File: config.mk
export PLATFORM = sky130hd
export DESIGN_NAME = status_i2c_top
export DESIGN_NICKNAME = d
export VERILOG_FILES = /design/src/hw/status_i2c_pkg.sv /design/src/hw/i2c_bus_sampler.sv /design/src/hw/i2c_slave_fsm.sv /design/src/hw/i2c_sda_driver.sv /design/src/hw/port_select.sv /design/src/hw/status_i2c_top.sv
export SDC_FILE = /design/constraint.sdc
export NUM_CORES = 1
export LEC_CHECK = 0
export BUFFER_PORTS_ARGS = -buffer_cell sky130_fd_sc_hd__buf_2
export CORE_UTILIZATION = 45
export CTS_CLUSTER_SIZE = 20
export DETAILED_ROUTE_END_ITERATION = 7
export GPL_ROUTABILITY_DRIVEN = 0
export PLACE_DENSITY = 0.83
export SLEW_MARGIN = 20
export SYNTH_ARGS = -nofsm -noshare
export SYNTH_HDL_FRONTEND = slang
export SYNTH_SLANG_ARGS = --single-unit
File: constraint.sdc
create_clock -name SYSCLK -period 5.2 [get_ports SYSCLK]
set_clock_uncertainty 0.15 [all_clocks]
set_input_delay 1.04 -clock SYSCLK [delete_from_list [all_inputs] [get_ports SYSCLK]]
set_output_delay 1.04 -clock SYSCLK [all_outputs]
set_load 0.03 [all_outputs]
File: src/hw/status_i2c_pkg.sv
// status controller i2c slave
// shared widths, states and bus structs

package status_i2c_pkg;

	// ************************************************************************
	// widths
	// ************************************************************************
	localparam int addr_w    = 7;   // device address
	localparam int byte_w    = 8;   // one data byte on the bus
	localparam int num_ports = 16;  // ports behind the location high nibble
	localparam int nib_w     = 4;   // port / offset index
	localparam int bit_cnt_w = 4;   // counts 0..9, 9 is the ack bit

	// one-hot transaction states
	typedef enum logic [4:0]
	{
		st_idle = 5'b00001,  // bus free or not addressed
		st_addr = 5'b00010,  // device address byte
		st_loc  = 5'b00100,  // location byte of a write
		st_data = 5'b01000,  // data byte, either direction
		st_end  = 5'b10000   // access done, wait for stop or restart
	} i2c_state_e;

	// ************************************************************************
	// shared structs
	// ************************************************************************

	// bus events, all registered in the sampler
	typedef struct packed
	{
		logic scl_lvl;   // synchronised scl
		logic sda_lvl;   // synchronised sda
		logic scl_rise;
		logic scl_fall;
		logic sda_rise;
		logic sda_fall;
		logic start;     // sda fall with scl high
		logic stop;      // sda rise with scl high
	} bus_ev_t;

	// transaction status from the fsm to the sda driver
	typedef struct packed
	{
		i2c_state_e             state;
		logic [bit_cnt_w-1:0]   bit_cnt;
		logic                   rd_wr;     // 1 = read
		logic                   addr_ok;   // address byte matched
		logic                   loc_tick;  // read location advanced
	} xfer_t;

	// read data of all ports, one byte each
	typedef logic [byte_w-1:0] port_bus_t [num_ports];

endpackage

File: src/hw/i2c_bus_sampler.sv
// i2c line sampler
// scl/sda synchronisers, edges and bus conditions

module i2c_bus_sampler
(
	input  logic                    SYSCLK,
	input  logic                    RESET_N,
	input  logic                    scl,
	input  logic                    sda_in,
	output status_i2c_pkg::bus_ev_t ev
);

	logic scl_d1;  // first sync stage
	logic scl_d2;  // second sync stage
	logic sda_d1;
	logic sda_d2;

	logic scl_rise_w;
	logic scl_fall_w;
	logic sda_rise_w;
	logic sda_fall_w;

	// edges between the two sync stages
	assign scl_rise_w = scl_d1 & ~scl_d2;
	assign scl_fall_w = ~scl_d1 & scl_d2;
	assign sda_rise_w = sda_d1 & ~sda_d2;
	assign sda_fall_w = ~sda_d1 & sda_d2;

	always_ff @(posedge SYSCLK or negedge RESET_N)
	begin
		if (!RESET_N)
		begin
			scl_d1 <= 1'b1;  // idle bus is high, no false edge after reset
			scl_d2 <= 1'b1;
			sda_d1 <= 1'b1;
			sda_d2 <= 1'b1;
			ev     <= '{scl_lvl: 1'b1, sda_lvl: 1'b1, default: 1'b0};
		end
		else
		begin
			scl_d1 <= scl;
			scl_d2 <= scl_d1;
			sda_d1 <= sda_in;
			sda_d2 <= sda_d1;
			// event outputs, one cycle pulses
			ev.scl_lvl  <= scl_d1;
			ev.sda_lvl  <= sda_d1;
			ev.scl_rise <= scl_rise_w;
			ev.scl_fall <= scl_fall_w;
			ev.sda_rise <= sda_rise_w;
			ev.sda_fall <= sda_fall_w;
			ev.start    <= sda_fall_w & scl_d1 & scl_d2;  // scl stable high
			ev.stop     <= sda_rise_w & scl_d1 & scl_d2;
		end
	end

endmodule

File: src/hw/i2c_slave_fsm.sv
// i2c slave transaction fsm
// bit count, input shifter, address match, location and write data

module i2c_slave_fsm
(
	input  logic                                    SYSCLK,
	input  logic                                    RESET_N,
	input  status_i2c_pkg::bus_ev_t                 ev,
	input  logic [status_i2c_pkg::addr_w-1:0]       dev_address,
	input  logic                                    master_nack,
	output status_i2c_pkg::xfer_t                   xfer,
	output logic [status_i2c_pkg::byte_w-1:0]       loc,
	output logic [status_i2c_pkg::byte_w-1:0]       dout,
	output logic                                    rd_en,
	output logic                                    wr_en
);
	import status_i2c_pkg::*;

	i2c_state_e           state;
	logic [bit_cnt_w-1:0] bit_cnt;
	logic [byte_w-1:0]    shift_in;   // sda bits, msb first
	logic                 rd_wr;
	logic                 addr_ok;
	logic                 loc_tick;
	logic                 rise_d1;    // scl rise delayed one cycle

	logic cnt8;
	logic cnt9;
	logic next_byte;    // scl fall at the end of the ack bit
	logic byte_done;    // scl fall right after the 8th data bit

	assign cnt8      = (bit_cnt == bit_cnt_w'(8));
	assign cnt9      = (bit_cnt == bit_cnt_w'(9));
	assign next_byte = cnt9 & ev.scl_fall;
	assign byte_done = cnt8 & ev.scl_fall;

	// ************************************************************************
	// bit counter and input shifter
	// ************************************************************************
	always_ff @(posedge SYSCLK or negedge RESET_N)
	begin
		if (!RESET_N)
			bit_cnt <= '0;
		else if (ev.start | ev.stop | next_byte)
			bit_cnt <= '0;
		else if (ev.scl_rise && state != st_idle)
			bit_cnt <= bit_cnt + 1'b1;  // counts sampled bits
	end

	always_ff @(posedge SYSCLK)
	begin
		if (ev.scl_rise)
			shift_in <= {shift_in[byte_w-2:0], ev.sda_lvl};
	end

	// address byte: r/w bit and match, once 8 bits are in
	always_ff @(posedge SYSCLK or negedge RESET_N)
	begin
		if (!RESET_N)
		begin
			rd_wr   <= 1'b0;
			addr_ok <= 1'b0;
		end
		else if (ev.start | ev.stop)
		begin
			rd_wr   <= 1'b0;
			addr_ok <= 1'b0;
		end
		else if (state == st_addr && cnt8)
		begin
			rd_wr   <= shift_in[0];
			addr_ok <= (shift_in[byte_w-1:1] == dev_address);
		end
	end

	// ************************************************************************
	// state
	// ************************************************************************
	always_ff @(posedge SYSCLK or negedge RESET_N)
	begin
		if (!RESET_N)
			state <= st_idle;
		else if (ev.start)
			state <= st_addr;  // start and repeated start
		else if (ev.stop)
			state <= st_idle;
		else if (next_byte)
		begin
			case (state)
				st_addr: state <= !addr_ok ? st_idle : (rd_wr ? st_data : st_loc);
				st_loc:  state <= st_data;
				st_data: state <= (rd_wr & master_nack) ? st_idle : st_end;
				default: state <= st_idle;  // st_end, extra bytes are not taken
			endcase
		end
	end

	// location and write data, latched on the scl fall after bit 8
	always_ff @(posedge SYSCLK or negedge RESET_N)
	begin
		if (!RESET_N)
		begin
			loc      <= '0;
			dout     <= '0;
			loc_tick <= 1'b0;
		end
		else
		begin
			loc_tick <= byte_done & (state == st_data) & rd_wr;
			if (byte_done && state == st_loc)
				loc <= shift_in;
			else if (byte_done && state == st_data && rd_wr)
				loc <= loc + 1'b1;  // next read fetches the following location
			if (byte_done && state == st_data && !rd_wr)
				dout <= shift_in;
		end
	end

	// access strobes
	always_ff @(posedge SYSCLK or negedge RESET_N)
	begin
		if (!RESET_N)
		begin
			rise_d1 <= 1'b0;
			rd_en   <= 1'b0;
			wr_en   <= 1'b0;
		end
		else
		begin
			rise_d1 <= ev.scl_rise;
			// ack bit of a matched read address
			rd_en   <= rise_d1 & cnt9 & (state == st_addr) & addr_ok & rd_wr;
			// first scl rise after the data ack, bit_cnt moves on so only once
			wr_en   <= ev.scl_rise & (bit_cnt == '0) & (state == st_end) & ~rd_wr;
		end
	end

	assign xfer = '{state: state, bit_cnt: bit_cnt, rd_wr: rd_wr,
		addr_ok: addr_ok, loc_tick: loc_tick};

endmodule

File: src/hw/i2c_sda_driver.sv
// i2c sda driver
// ack generation, read data shifter, master nack

module i2c_sda_driver
(
	input  logic                                SYSCLK,
	input  logic                                RESET_N,
	input  status_i2c_pkg::bus_ev_t             ev,
	input  status_i2c_pkg::xfer_t               xfer,
	input  logic [status_i2c_pkg::byte_w-1:0]   rd_byte,
	output logic                                sda_oe,
	output logic                                sda_out,
	output logic                                master_nack
);
	import status_i2c_pkg::*;

	logic [byte_w-1:0] shift_out;  // remaining read bits, msb next
	logic              quiet;      // sda must be released
	logic              rd_data;    // read data phase
	logic              ack_me;     // slave acks the current byte
	logic              load;       // end of matched read address ack

	assign quiet   = (xfer.state == st_idle) | (xfer.state == st_end) | ev.start | ev.stop;
	assign rd_data = (xfer.state == st_data) & xfer.rd_wr;
	assign ack_me  = (xfer.state == st_addr) ? xfer.addr_ok : ~rd_data;
	assign load    = (xfer.state == st_addr) & xfer.addr_ok & xfer.rd_wr;

	always_ff @(posedge SYSCLK or negedge RESET_N)
	begin
		if (!RESET_N)
		begin
			sda_oe    <= 1'b0;
			sda_out   <= 1'b1;
			shift_out <= '1;
		end
		else if (quiet)
		begin
			sda_oe  <= 1'b0;
			sda_out <= 1'b1;
		end
		else if (ev.scl_fall)  // sda changes only while scl is low
		begin
			if (xfer.bit_cnt == bit_cnt_w'(8))
			begin
				sda_oe  <= ack_me;  // ack, or let the master ack a read byte
				sda_out <= 1'b0;
			end
			else if (xfer.bit_cnt == bit_cnt_w'(9))
			begin
				sda_oe    <= load;
				sda_out   <= load ? rd_byte[byte_w-1] : 1'b1;  // bit 7 of read data
				shift_out <= {rd_byte[byte_w-2:0], 1'b1};
			end
			else
			begin
				sda_oe    <= rd_data & ~master_nack;
				sda_out   <= shift_out[byte_w-1];
				shift_out <= {shift_out[byte_w-2:0], 1'b1};
			end
		end
		else if (xfer.loc_tick)
			shift_out <= '1;  // byte sent, nothing left to shift
	end

	// ************************************************************************
	// master ack/nack after a read byte, sampled on the 9th scl rise
	// ************************************************************************
	always_ff @(posedge SYSCLK or negedge RESET_N)
	begin
		if (!RESET_N)
			master_nack <= 1'b0;
		else if (ev.start)
			master_nack <= 1'b0;
		else if (ev.scl_rise && rd_data && xfer.bit_cnt == bit_cnt_w'(8))
			master_nack <= ev.sda_lvl;  // high = nack, end of read
	end

endmodule

File: src/hw/port_select.sv
// port and offset select
// one-hot decode of the location, read data capture

module port_select
(
	input  logic                                    SYSCLK,
	input  logic                                    RESET_N,
	input  logic [status_i2c_pkg::byte_w-1:0]       loc,
	input  logic                                    rd_en,
	input  logic                                    wr_en,
	input  status_i2c_pkg::port_bus_t               din,
	output logic [status_i2c_pkg::num_ports-1:0]    port_cs,
	output logic [status_i2c_pkg::num_ports-1:0]    offset_sel,
	output logic [status_i2c_pkg::byte_w-1:0]       rd_byte
);
	import status_i2c_pkg::*;

	logic [nib_w-1:0]     port_idx;   // loc high nibble
	logic [nib_w-1:0]     offset_idx; // loc low nibble
	logic [num_ports-1:0] port_dec;
	logic                 rd_cap;     // rd_en delayed, aligned with port_cs

	assign port_idx   = loc[byte_w-1:nib_w];
	assign offset_idx = loc[nib_w-1:0];

	assign port_dec   = num_ports'(1) << port_idx;
	assign offset_sel = num_ports'(1) << offset_idx;  // always valid

	// port_cs pulse, one cycle per access
	always_ff @(posedge SYSCLK or negedge RESET_N)
	begin
		if (!RESET_N)
		begin
			port_cs <= '0;
			rd_cap  <= 1'b0;
		end
		else
		begin
			port_cs <= (rd_en | wr_en) ? port_dec : '0;
			rd_cap  <= rd_en;
		end
	end

	// read byte from the selected port while its cs is up
	always_ff @(posedge SYSCLK)
	begin
		if (rd_cap)
			rd_byte <= din[port_idx];
	end

endmodule

File: src/hw/status_i2c_top.sv
// status controller i2c slave top

module status_i2c_top
(
	input  logic                                    SYSCLK,
	input  logic                                    RESET_N,
	input  logic                                    scl,
	input  logic                                    sda_in,
	input  logic [status_i2c_pkg::addr_w-1:0]       dev_address,
	input  status_i2c_pkg::port_bus_t               din,
	output logic                                    sda_oe,
	output logic                                    sda_out,
	output logic [status_i2c_pkg::byte_w-1:0]       dout,
	output logic                                    rd_wr,
	output logic [status_i2c_pkg::num_ports-1:0]    port_cs,
	output logic [status_i2c_pkg::num_ports-1:0]    offset_sel
);
	import status_i2c_pkg::*;

	bus_ev_t           ev;
	xfer_t             xfer;
	logic [byte_w-1:0] loc;
	logic [byte_w-1:0] rd_byte;
	logic              rd_en;
	logic              wr_en;
	logic              master_nack;

	assign rd_wr = xfer.rd_wr;

	i2c_bus_sampler sampler_i
	(
		.SYSCLK  (SYSCLK),
		.RESET_N (RESET_N),
		.scl     (scl),
		.sda_in  (sda_in),
		.ev      (ev)
	);

	i2c_slave_fsm fsm_i
	(
		.SYSCLK      (SYSCLK),
		.RESET_N     (RESET_N),
		.ev          (ev),
		.dev_address (dev_address),
		.master_nack (master_nack),
		.xfer        (xfer),
		.loc         (loc),
		.dout        (dout),
		.rd_en       (rd_en),
		.wr_en       (wr_en)
	);

	i2c_sda_driver sda_i
	(
		.SYSCLK      (SYSCLK),
		.RESET_N     (RESET_N),
		.ev          (ev),
		.xfer        (xfer),
		.rd_byte     (rd_byte),
		.sda_oe      (sda_oe),
		.sda_out     (sda_out),
		.master_nack (master_nack)
	);

	port_select port_i
	(
		.SYSCLK     (SYSCLK),
		.RESET_N    (RESET_N),
		.loc        (loc),
		.rd_en      (rd_en),
		.wr_en      (wr_en),
		.din        (din),
		.port_cs    (port_cs),
		.offset_sel (offset_sel),
		.rd_byte    (rd_byte)
	);

endmodule

==> results by stage, run 1 <==
Run status:
- The flow ran to the end, and the final reports show no timing, DRC or antenna violations.

Global routing:
- The number of antenna violations at the first check in global routing is 1.
- The via count of the first global-routing pass is 3973.
- The global-route wire length before repair is 20.7 mm.
- The overall fraction of global-route tracks in use is 24.3%.
- Global routing finished with a remaining overflow of 0.
- The largest net degree at the start of global routing is 42.

Timing:
- The post-layout worst setup margin is 2390 ps.
- The final max-slew violation count was 0.
- The final critical delay including setup and external delays is 2810 ps.
- Adding up every negative setup slack in the final design gives 0 ps.
- Setup repair after global routing left no endpoint under its margin.
- The actual slew at the worst max-slew pin is 784 ps.
- The upper clock frequency limit is 0.356 GHz.
- Final hold analysis gives a worst-case slack of 226 ps.
- Setup violations remaining at the end of the flow were counted as 0.
- Headroom to the max-slew limit came out at 47.8%.
- The post-route clock period utilization is 54.0%.
- The count of final hold-check violations is 0.

Floorplanning:
- From bottom edge to top edge, the die measures 104 microns.
- The chip width is 104 microns.
- The number of placement rows is 36.
- The area of the placeable core is 9910 sq um.
- The die footprint is 10800 sq um.
- The effective utilization at floorplan is 47.1%.
- 182 I/O pins were placed.

Place:
- The post-DP HPWL is 9.69 mm.
- The setup slack at placement is 2610 ps.
- The count of input and output buffers is 181.

Final layout:
- The post-route core utilization is 58.9%.
- The number of filler cells placed in the layout is 836.
- The multi-input combinational cell area is 2350 sq um.
- The number of nets in the finished design is 684.
- Cells with a size suffix above 1 make up 50.1% of the layout.
- The sequential cells in the finished layout cover a total of 2150 sq um.
- The repair_antennas step left the layout with diodes totalling 0.
- Compared with the post-synthesis result, the final layout area differs by 25.0%.

Synth:
- Of the post-synthesis cell area, the dominant cell type holds 28.4%.
- Synthesis produced a netlist with a net count of 515.
- The top cell type by total area after synthesis is sky130_fd_sc_hd__dfrtp_1.
- Dividing the synthesized area by the synthesized cell count gives 12.7 sq um.
- The number of storage elements in the synthesis netlist is 82.
- The cell count after synthesis is 367.
- The count of yosys warnings during synthesis is 0.
- In the synthesized netlist the async set-or-reset flop fraction comes to 80.5%.
- The synthesized design contains 16 enable-type register cells.
- In this run, distinct cell masters in the synthesized netlist total 58.
- After synthesis, the cell types taking the most area are sky130_fd_sc_hd__dfrtp_1, sky130_fd_sc_hd__mux4_2, sky130_fd_sc_hd__edfxtp_1, sky130_fd_sc_hd__dfstp_2, sky130_fd_sc_hd__ha_1.
- The sequential-to-total area share from yosys stat is 46.0%.
- Among all flip-flop cells after synthesis, the most frequent one is sky130_fd_sc_hd__dfrtp_1.
- In this run the cell area of the synthesized design comes to 4670 sq um.

Power and ir drop:
- In this run, flip-flops and latches consume 52.5% of the power.
- For this design the total switching power over the nets is 370 uW.
- The clock network accounts for 33.2% of the total power.
- The internal power of the cells is 991 uW.
- Across the VDD grid, the largest voltage drop is 0.000206 V.
- In this run switching power makes up 27.2% of total power.
- The share of total power in combinational logic is 14.3%.
- In this run the power density over the cells is 233 nW/um^2.
- For this design the static power due to leakage is 0.00268 uW.

Detailed routing:
- The detailed-route vias per instance is 5.70.
- The DRC marker count from the first detailed-route iteration is 217.
- The length of the first detailed-routing pass in iterations is 4.
- Dividing the detail-routed wire length by the instance count gives 18.5 microns.
- The post-detailed-route count of antenna-violating nets is 0.
- The routed layout has 3839 vias.
- The number of remaining DRC errors is 0.
- The wire length after detailed routing is 12.5 mm.

Clock network:
- After clock tree synthesis, the setup repair step added 0 buffers.
- The number of instances resized during post-cts repair is 0.
- The tree is rooted in a sky130_fd_sc_hd__clkbuf_8.
- The H-tree depth is 3.
- The register clock-pin slew on the reported worst setup and hold paths is 90 ps.
- The clock latency on the worst-skew pair is 360 ps.
- The number of clock sinks is 82.
- The total CTS buffers is 9.
- TritonCTS built the clock tree.
- The maximum count of clock buffers along a single path is 2.
- Hold repair after CTS inserted 0 buffers.

Worst setup path:
- The worst reg-to-reg setup slack is 2600 ps.
- For the worst flop-to-flop path, the logic depth is 6.
- The required time at the worst-slack endpoint is 4010 ps.
- The critical register-to-register path endpoint is fsm_i.state[2].
- The kind of end point of the critical path is an output pin.
- In this run the worst path has a maximum fanout of 12.
- The endpoint arrival time on the critical path is 1620 ps.
- The origin of the critical flop-to-flop path is fsm_i.bit_cnt[1].
- By startpoint and endpoint, the worst setup path is classified as flip-flop to output pin.
- The type of origin of the critical path is a flip-flop.

Min path:
- The hold path endpoint is sampler_i.sda_d2.
- The type of the worst min-delay path is flip-flop to flip-flop.
- The hold path startpoint is sampler_i.sda_d1.
- Counting instances, the worst hold path has a depth of 0.

Flow run:
- The count of max-cap constraint violations is 0.
==> cell families after synthesis <==
logic type	share of synthesized area, %
AOI/OAI and AO/OA	6.78
xor gates and xnor gates	2.44
adders and majority gates	2.41
buffers and inverters	3.56
DFF	46.0
muxes	23.6
and+or+nand+nor	15.2
==> how the worst max path moves through the flow <==
| stage | startpoint | to | cells after the start |
|---|---|---|---|
| after floorplan | fsm_i.loc[2] | offset_sel[3] | 4 |
| after global placement | fsm_i.bit_cnt[1] | fsm_i.state[2] | 6 |
| after detailed placement | fsm_i.bit_cnt[1] | fsm_i.state[2] | 6 |
| after CTS | fsm_i.loc[2] | offset_sel[11] | 4 |
| after global routing | fsm_i.loc[2] | offset_sel[11] | 4 |
| final | fsm_i.loc[2] | offset_sel[11] | 4 |
==> cell usage in the layout (no fill, tap or decap), types with 6 or more instances in the layout <==
master / count
sky130_fd_sc_hd__nor2_1: 30
sky130_fd_sc_hd__and3_1: 12
sky130_fd_sc_hd__mux2_2: 8
sky130_fd_sc_hd__nand2_1: 14
sky130_fd_sc_hd__nor3_1: 8
sky130_fd_sc_hd__a31oi_1: 10
sky130_fd_sc_hd__o21ai_0: 6
sky130_fd_sc_hd__ha_1: 9
sky130_fd_sc_hd__nand4_1: 6
sky130_fd_sc_hd__xnor2_1: 10
sky130_fd_sc_hd__edfxtp_1: 16
sky130_fd_sc_hd__dfrtp_1: 52
sky130_fd_sc_hd__inv_1: 11
sky130_fd_sc_hd__nand3_1: 7
sky130_fd_sc_hd__buf_2: 181
sky130_fd_sc_hd__clkbuf_8: 9
sky130_fd_sc_hd__dfstp_2: 13
sky130_fd_sc_hd__mux4_2: 40
sky130_fd_sc_hd__a21oi_1: 9
sky130_fd_sc_hd__and2_1: 6
sky130_fd_sc_hd__nor2b_1: 6
sky130_fd_sc_hd__mux2i_1: 11
==> Yosys cell counts, types with 4 or more instances <==
| master | instances |
|---|---|
| sky130_fd_sc_hd__dfrtp_1 | 53 |
| sky130_fd_sc_hd__mux4_2 | 40 |
| sky130_fd_sc_hd__nor2_1 | 30 |
| sky130_fd_sc_hd__edfxtp_1 | 16 |
| sky130_fd_sc_hd__nand2_1 | 14 |
| sky130_fd_sc_hd__dfstp_2 | 13 |
| sky130_fd_sc_hd__and3_1 | 12 |
| sky130_fd_sc_hd__inv_1 | 11 |
| sky130_fd_sc_hd__mux2i_1 | 11 |
| sky130_fd_sc_hd__a31oi_1 | 10 |
| sky130_fd_sc_hd__clkbuf_1 | 10 |
| sky130_fd_sc_hd__xnor2_1 | 10 |
| sky130_fd_sc_hd__a21oi_1 | 9 |
| sky130_fd_sc_hd__buf_2 | 9 |
| sky130_fd_sc_hd__ha_1 | 9 |
| sky130_fd_sc_hd__mux2_2 | 8 |
| sky130_fd_sc_hd__nor3_1 | 8 |
| sky130_fd_sc_hd__nand3_1 | 7 |
| sky130_fd_sc_hd__and2_1 | 6 |
| sky130_fd_sc_hd__nand4_1 | 6 |
| sky130_fd_sc_hd__nor2b_1 | 6 |
| sky130_fd_sc_hd__o21ai_0 | 6 |
| sky130_fd_sc_hd__nor4_1 | 5 |
| sky130_fd_sc_hd__o211ai_1 | 5 |
| sky130_fd_sc_hd__buf_1 | 4 |
==> layer usage <==
| metal | vias up | global-route usage (%) | part of all wire (%) |
|---|---|---|---|
| li1 | 1727 | - | - |
| met5 | - | 0 | 0.10 |
| met4 | 2 | 5.82 | 1.3 |
| met3 | 22 | 7.77 | 7.2 |
| met2 | 166 | 37.8 | 48 |
| met1 | 1922 | 33.2 | 43 |
==> power by group through the flow <==
stage | Sequential (uW) | Combinational [uW] | Clock [uW]
finish | 715 | 195 | 451
detailed placement | 727 | 193 | 0
floorplan | 719 | 111 | 0
global route | 720 | 215 | 487
CTS | 715 | 194 | 459
global placement | 726 | 185 | 0
==> critical path: stages (launching register included) <==
cell	delay [ps]
sky130_fd_sc_hd__dfrtp_1	540
sky130_fd_sc_hd__inv_1	170
sky130_fd_sc_hd__ha_1	220
sky130_fd_sc_hd__and2_1	160
sky130_fd_sc_hd__buf_2	170
==> registers in the layout (all words and copies together) (netlist names), 4 cells and up <==
name,cells
port_i.rd_byte,8
fsm_i.loc,8
port_i.port_cs,16
sampler_i.ev,4
fsm_i.dout,8
sda_i.shift_out,7
fsm_i.state,5
fsm_i.shift_in,8
fsm_i.bit_cnt,4
==> final cells by class <==
class | count | area share, %
repair buffers | 184 | 15.9
clock buffers | 10 | 2.55
well taps | 133 | 2.85
flip-flops and latches | 82 | 36.8
inverters | 11 | 0.708
multi-input cells | 248 | 40.4
clock inverters | 6 | 0.793
==> stage by stage <==
step / total power, uW / instances / instance area, sq um
after floorplan: 830 / 367 / 4670
after global placement: 911 / 658 / 5640
after detailed placement: 919 / 658 / 5640
after CTS: 1370 / 674 / 5840
after global routing: 1420 / 674 / 5840
final: 1360 / 674 / 5840
No activity file was read; power rests on OpenSTA's default activity.
==> run 2, diff against run 1 <==
==> constraint.sdc (replaced) <==
create_clock -name SYSCLK -period 2.7 [get_ports SYSCLK]
set_clock_uncertainty 0.15 [all_clocks]
set_input_delay 0.54 -clock SYSCLK [delete_from_list [all_inputs] [get_ports SYSCLK]]
set_output_delay 0.54 -clock SYSCLK [all_outputs]
set_load 0.03 [all_outputs]
==> run 2 against run 1 <==
Effect of this change: core utilization grew 0.77 points; cell count up 0.45%; largest power group unchanged; critical path depth stayed put; critical path type unchanged; critical endpoint unchanged.
==> results by stage, run 2 (synthesized netlist as in run 1, its figures left out) <==
Run status:
- The flow ran to the end, and the final reports show no timing, DRC or antenna violations.

Floorplanning:
- The chip width is 104 microns (unchanged).
- The area of the placeable core is 9910 sq um (unchanged).
- The die footprint was 10800 sq um (unchanged).
- The y dimension of the die is 104 microns (unchanged).
- The number of ports placed on the die boundary is 182 (unchanged).
- The effective utilization at floorplan is 47.1% (unchanged).
- The number of placement rows came to 36 (unchanged).

Final layout:
- The most flop-heavy register is port_i.port_cs.
- Leaving out fill and tap cells, the most frequent cells in the layout are sky130_fd_sc_hd__buf_2, sky130_fd_sc_hd__dfrtp_1, sky130_fd_sc_hd__mux4_2.
- The number of nets in the finished design is 687 (+0.44%).
- The commonest non-fill, non-tap cell in the layout is sky130_fd_sc_hd__buf_2.
- The number of filler cells placed in the layout is 809 (-3.2%).
- The total inserted antenna cells is 0 (unchanged).
- The summed area of non-filler cells in the final layout is 5910 sq um (+1.3%).
- Relative to the synthesized area, the layout overhead comes to 26.6%.
- The flip-flop count of the largest register after layout is 16 (unchanged).
- The fraction of layout instances using a drive strength above 1 is 50.4% (+0.28 points).
- The post-route core utilization is 59.7% (+0.77 points).

Worst setup path:
- The endpoint arrival time on the critical path was 1630 ps (about the same).
- The type of origin of the critical path is a flip-flop.
- STA classifies the critical path endpoint as an output pin.
- The setup path with the least slack is of type flip-flop to output pin.
- The worst stage delay on the critical path is 530 ps (about the same).
- The startpoint identified for the worst register-to-register timing path is fsm_i.bit_cnt[0].
- The cell class contributing the biggest share of worst-path delay is flip-flops.
- The worst path buffer plus inverter count is 2 (unchanged).
- In this run the critical register-to-register path is captured at fsm_i.loc[6].
- The required time at the worst-slack endpoint is 2010 ps (-2000 ps).
- The worst reg-to-reg setup slack was 490 ps (-2110 ps).
- The count of cells along the worst register-to-register path is 7 (+1).
- The largest fanout on the critical path is 12 (unchanged).
- The critical path goes through inv_1 -> ha_1 -> and2_1 -> buf_2.
- The start point of the critical path is fsm_i.loc[2].
- The slowest stage of the critical path belongs to the cell sky130_fd_sc_hd__dfrtp_1.

Detailed routing:
- The detailed-route vias per instance came to 5.76 (+1.2%).
- The length of the first detailed-routing pass in iterations came to 5 (+1).
- The number of remaining DRC errors is 0 (unchanged).
- The wire length after detailed routing is 12.8 mm (+2.7%).
- The post-detailed-route count of antenna-violating nets is 0 (unchanged).
- The DRC marker count from the first detailed-route iteration is 284 (+31%).
- The detailed-route wire length per cell is 18.9 microns (+2.2%).
- The total via count in the routed design is 3901 (+1.6%).

Clock network:
- The number of clock sinks came to 82 (unchanged).
- The library cell used as clock root buffer is sky130_fd_sc_hd__clkbuf_8.
- The post-CTS setup repair buffer count is 0 (unchanged).
- The H-tree depth is 3 (unchanged).
- TritonCTS built the clock tree.
- The total CTS buffers is 9 (unchanged).
- The number of instances resized during post-cts repair is 0 (unchanged).
- The clock latency on the worst-skew pair was 360 ps (about the same).
- The number of buffers added to fix hold violations after cts is 0 (unchanged).
- The maximum count of clock buffers along a single path is 2 (unchanged).
- The register clock-pin slew on the reported worst setup and hold paths was 90 ps (about the same).

Timing:
- The final total negative setup slack is 0 ps (unchanged).
- The count of final setup violators is 0 (unchanged).
- The final critical delay including setup and external delays is 2320 ps.
- The actual slew at the worst max-slew pin is 819 ps (+35.8 ps).
- The post-layout worst setup margin came to 375 ps (-2020 ps).
- Derived from the worst setup path, the maximum achievable clock frequency is 0.430 GHz.
- The count of final hold-check violations is 0 (unchanged).
- The final critical path takes up 86.1% of the cycle.
- The headroom to the max-slew limit is 45.4% (-2.4 points).
- Setup repair after global routing left no endpoint under its margin.
- The final max-slew violation count came to 0 (unchanged).

Global routing:
- The remaining global-route overflow is 0 (unchanged).
- The via count of the first global-routing pass was 4144 (+4.3%).
- The global-route track usage on met3 came to 7.39% (-0.38 points).
- The global-route wire length before repair came to 21.0 mm (+1.6%).
- The global routing met2 resource utilization is 38.8% (+0.95 points).
- The overall fraction of global-route tracks in use is 24.8% (+0.53 points).
- The met1 track demand over resource in global routing is 33.4% (+0.18 points).
- The largest net degree at the start of global routing is 42 (unchanged).
- The most crowded layer after global routing is met2.
- The number of antenna violations at the first check in global routing is 1 (unchanged).

Place:
- The count of input and output buffers is 181 (unchanged).
- The setup slack at placement is 516 ps (-2100 ps).
- The post-detailed-placement cell area came to 5690 sq um (+0.84%).
- The post-DP HPWL is 9.97 mm (+2.9%).

Power and ir drop:
- The total power came to 2750 uW (+100%).
- The maximum resistive drop on vdd is 0.000428 V (+110%).
- The leakage power figure was 0.00273 uW (+1.6%).
- The power density of the placed cells is 465 nW/um^2 (+100%).

Flow run:
- The count of max-cap constraint violations is 0 (unchanged).

Min path:
- The type of the worst min-delay path is primary input to async pin.
## run 2: cell count changes in the layout (fill, tap and decap cells not counted)
cell                         previous run  this run
sky130_fd_sc_hd__clkbuf_16              1         0
sky130_fd_sc_hd__buf_4                  3         4
sky130_fd_sc_hd__bufinv_16              0         2
sky130_fd_sc_hd__clkinvlp_4             2         0
sky130_fd_sc_hd__clkinv_4               1         2
sky130_fd_sc_hd__buf_12                 0         2
## run 2: metal layers
metal | vias to the layer above | part of all wire (%)
met5 | - | 0.086
met4 | 2 | 1.6
met3 | 28 | 8.0
met2 | 174 | 48
met1 | 1955 | 42
li1 | 1742 | -
## run 2: stage by stage
stage                     instances  hold WS (ps)
after floorplan                 367          94.4
after global placement          661           214
after detailed placement        661           221
after CTS                       677          60.6
after global routing            677          89.6
final                           677          49.1
## run 2: cell type report
cell class / count / area, sq um / share of cell area (%)
Sequential cell: 82 / 2150 / 36.4
Inverter: 11 / 41.3 / 0.698
Clock buffer: 9 / 124 / 2.10
Clock inverter: 7 / 100 / 1.69
Tap cell: 133 / 166 / 2.81
Timing Repair Buffer: 187 / 976 / 16.5
Multi-Input combinational cell: 248 / 2350 / 39.8
## run 2: where the power goes
part	total [uW]	switching, uW	internal [uW]	leakage, uW
clock	991	462	528	0.000114
sequential	1380	63.2	1310	0.00101
combinational	385	182	202	0.00160
## run 2: worst max-delay path by stage
stage	to	cells past startpoint
3_5_place_dp	fsm_i.dout[5]	4
2_1_floorplan	port_i.rd_byte[6]	4
5_1_grt	offset_sel[11]	4
4_1_cts	offset_sel[11]	4
6_report	offset_sel[11]	4
3_3_place_gp	fsm_i.dout[7]	4
==> run 3, diff against run 2 <==
--- a/config.mk
+++ b/config.mk
@@ -5,12 +5,13 @@
 export SDC_FILE = /design/constraint.sdc
 export NUM_CORES = 1
 export LEC_CHECK = 0
+export ABC_AREA = 1
 export BUFFER_PORTS_ARGS = -buffer_cell sky130_fd_sc_hd__buf_2
-export CORE_UTILIZATION = 45
+export CORE_UTILIZATION = 50
 export CTS_CLUSTER_SIZE = 20
 export DETAILED_ROUTE_END_ITERATION = 7
 export GPL_ROUTABILITY_DRIVEN = 0
-export PLACE_DENSITY = 0.83
+export PLACE_DENSITY = 0.89
 export SLEW_MARGIN = 20
 export SYNTH_ARGS = -nofsm -noshare
 export SYNTH_HDL_FRONTEND = slang
==> run 3 against run 2 <==
Effect of this change: cell count is 42% higher; die area is 6.4% lower; maximum frequency rose by 2.1%; via count is 27% higher; core utilization increased by 5.0 points; design area grew 2.0%; power down 0.50%; synthesized area grew 3.8%; largest power group unchanged; global-route usage increased by 3.3 points; hold slack improved by 12 ps.
==> results by stage, run 3 <==
Synth:
- The share of synthesized flip-flops with an asynchronous set or reset is 80.5% (unchanged).
- The number of storage elements in the synthesis netlist is 82 (unchanged).
- The count of yosys warnings during synthesis was 0 (unchanged).
- For this run, the leading register cell type out of synthesis is sky130_fd_sc_hd__dfrtp_1.
- The count of cell types in the netlist is 33 (-43%).
- The mean area per synthesized cell came to 7.39 sq um (-42%).
- The number of synthesized flops with an enable pin is 16 (unchanged).
- Ranked by instance count, the synthesized netlist is headed by sky130_fd_sc_hd__nand2_1, sky130_fd_sc_hd__inv_1, sky130_fd_sc_hd__nor2_1.
- The cell with the most instances after synthesis is sky130_fd_sc_hd__nand2_1.
- The cell count after synthesis came to 656 (+79%).
- After synthesis, the cell types taking the most area are sky130_fd_sc_hd__dfrtp_1, sky130_fd_sc_hd__nand2_1, sky130_fd_sc_hd__edfxtp_1, sky130_fd_sc_hd__inv_1, sky130_fd_sc_hd__dfstp_2.
- The cell area after synthesis is 4850 sq um (+3.8%).
- The synthesized design spends more area on one cell type than any other, namely sky130_fd_sc_hd__dfrtp_1.
- The net count of the mapped netlist is 804 (+56%).
- The sequential-to-total area share from yosys stat came to 44.3% (-1.7 points).
- The fraction of post-synthesis cell area in the top cell type by area was 27.4% (-1.0 points).

Worst setup path:
- The critical-path cell with the highest stage delay is sky130_fd_sc_hd__dfrtp_1.
- The critical path class is flip-flop to output pin.
- The worst stage delay on the critical path is 630 ps (+100 ps).
- The kind of end point of the critical path is an output pin.
- STA classifies the critical path startpoint as a flip-flop.
- The endpoint arrival time on the critical path came to 1590 ps (-40 ps).
- The required time at the worst-slack endpoint came to 2010 ps (about the same).
- Traced cell by cell, the critical path runs through inv_1 -> nor3_1 -> buf_2.
- The largest fanout on the critical path came to 16 (+4).

Timing:
- The count of final setup violators came to 0 (unchanged).
- The post-route clock period utilization was 84.4% (-1.7 points).
- Setup repair after global routing left no endpoint under its margin.
- The actual slew at the worst max-slew pin is 772 ps (-47.8 ps).
- The count of final hold-check violations is 0 (unchanged).
- The headroom to the max-slew limit is 48.4% (+3.1 points).
- The upper clock frequency limit is 0.439 GHz (+2.1%).
- The final total negative setup slack came to 0 ps (unchanged).
- The final max-slew violation count is 0 (unchanged).
- The final critical delay including setup and external delays is 2280 ps (-47.0 ps).

Floorplanning:
- The number of ports placed on the die boundary is 182 (unchanged).
- The chip width is 100 microns (-3.3%).
- The y dimension of the die is 100 microns (-3.3%).
- The number of placement rows came to 35 (-2.8%).
- The effective utilization at floorplan is 52.0% (+4.9 points).
- The die footprint is 10100 sq um (-6.4%).
- The area of the placeable core came to 9330 sq um (-5.9%).

Final layout:
- The most flop-heavy register is port_i.port_cs.
- The count of non-filler cells in the finished layout is 963 (+42%).
- The number of nets in the finished design is 977 (+42%).
- The commonest non-fill, non-tap cell in the layout is sky130_fd_sc_hd__buf_2.
- The number of filler cells placed in the layout is 840 (+3.8%).
- The flip-flop count of the largest register after layout came to 16 (unchanged).
- In the layout the commonest cells are sky130_fd_sc_hd__buf_2, sky130_fd_sc_hd__nand2_1, sky130_fd_sc_hd__inv_1.
- The post-route core utilization was 64.7% (+5.0 points).
- The fraction of layout instances using a drive strength above 1 is 27.8% (-23 points).
- The area added between synthesis and finish is 24.4%.
- The total inserted antenna cells is 0 (unchanged).

Clock network:
- The root buffer cell chosen for the clock tree is sky130_fd_sc_hd__clkbuf_8.
- The register clock-pin slew on the reported worst setup and hold paths is 80 ps (about the same).
- The number of clock sinks is 82 (unchanged).
- The total CTS buffers is 9 (unchanged).
- The clock latency on the worst-skew pair came to 350 ps (about the same).
- The maximum count of clock buffers along a single path is 2 (unchanged).
- The H-tree depth came to 3 (unchanged).
- The number of buffers added to fix hold violations after cts is 0 (unchanged).
- The number of instances resized during post-cts repair is 0 (unchanged).
- TritonCTS built the clock tree.
- The post-CTS setup repair buffer count is 0 (unchanged).

Power and ir drop:
- The leakage power figure is 0.00331 uW (+22%).
- The share of total power in combinational logic was 15.4% (+1.4 points).
- The power share of the sequential group is 52.6% (+2.6 points).
- The net load switching power is 728 uW (+3.0%).
- The switching portion of total power is 26.6% (+0.90 points).
- The maximum resistive drop on vdd came to 0.000288 V (-33%).
- The clock network fraction of total power is 32.0% (-4.0 points).
- The power density of the placed cells is 454 nW/um^2 (-2.5%).
- The internal power of the cells is 2010 uW (-1.7%).

Global routing:
- The largest net degree at the start of global routing is 40 (-4.8%).
- The via count of the first global-routing pass came to 4707 (+14%).
- The remaining global-route overflow is 0 (unchanged).
- The overall fraction of global-route tracks in use came to 28.1% (+3.3 points).
- The global-route wire length before repair came to 22.1 mm (+5.2%).
- The number of antenna violations at the first check in global routing is 0 (-1).

Detailed routing:
- The detailed-route wire length per cell was 13.8 microns (-27%).
- The detailed-routing wirelength on met1 is 5.64 mm (+4.4%).
- The highest metal layer with signal wires is met4.
- The number of remaining DRC errors is 0 (unchanged).
- The detailed-route vias per instance is 5.15 (-11%).
- The wire length on met3 came to 1.17 mm (+13%).
- The length of the first detailed-routing pass in iterations is 5 (unchanged).
- The total via count in the routed design is 4961 (+27%).
- The wire length on met2 came to 6.24 mm (+1.0%).
- The DRC marker count from the first detailed-route iteration is 362 (+27%).
- The wire length after detailed routing is 13.3 mm (+3.7%).
- The post-detailed-route count of antenna-violating nets is 0 (unchanged).

Place:
- The count of input and output buffers was 181 (unchanged).
- The post-DP HPWL is 10.1 mm (+1.6%).
- The total placed cells including tap cells is 947 (+43%).

Run status:
- The flow ran to the end, and the final reports show no timing, DRC or antenna violations.

Flow run:
- The count of max-cap constraint violations is 0 (unchanged).

Min path:
- The type of the worst min-delay path is primary input to async pin.
## run 3: kinds of logic (layout without fill, tap and decap cells)
group	Yosys count	after routing	synth area share [%]
DFF	82	82	44.3
buffers and inverters	120	298	10.2
and+or+nand+nor	363	363	33.1
xor gates and xnor gates	7	7	1.26
adders and majority gates	9	9	2.32
AOI/OAI and AO/OA	75	75	8.77
## run 3: layer usage
layer,track usage [%],vias up
met5,0,-
met3,7.28,27
met4,9.25,0
li1,-,2445
met1,36.9,2223
met2,45.5,266
## run 3: per-stage QoR
step	hold WS (ps)	power, uW	setup slack, ps	cell area [sq um]
finish	61.3	2740	422	6030
global route	101	2880	228	6030
CTS	83.6	2760	404	6030
detailed placement	208	1880	719	5840
global placement	206	1880	761	5840
floorplan	94.4	1690	544	4850
## run 3: final cells by class
cell class / instances / area (sq um) / share of cell area (%)
multi-input combinational: 454 / 2210 / 36.6
timing repair buffer: 187 / 963 / 16.0
inverter: 95 / 357 / 5.91
clock inverter: 4 / 51.3 / 0.850
tap: 129 / 161 / 2.68
clock buffer: 12 / 145 / 2.41
sequential: 82 / 2150 / 35.6
## run 3: power by group through the flow
stage	clock network [uW]	logic, uW	registers, uW
final	875	423	1440
after global routing	942	484	1450
after CTS	897	423	1440
after detailed placement	0	420	1460
after global placement	0	415	1460
after floorplan	0	228	1460
## run 3: worst max-delay path, delay by kind of cell, from the launching register on
family | cells | cell delay [ps]
and+or+nand+nor | 1 | 190
DFF | 1 | 630
buffers and inverters | 2 | 410
## run 3: path summary, 6_finish.rpt
check	start	depth (start not counted)	slack [ps]	to
min in group SYSCLK	sda_in	1	130	sampler_i.sda_d1
max	fsm_i.loc[3]	3	420	offset_sel[9]
max reg2reg	fsm_i.loc[4]	7	680	port_i.rd_byte[1]
min reg2reg	sampler_i.sda_d1	0	220	sampler_i.sda_d2
min	RESET_N	1	60	fsm_i.state[4]
max in group asynchronous	RESET_N	2	1650	sda_i.shift_out[7]
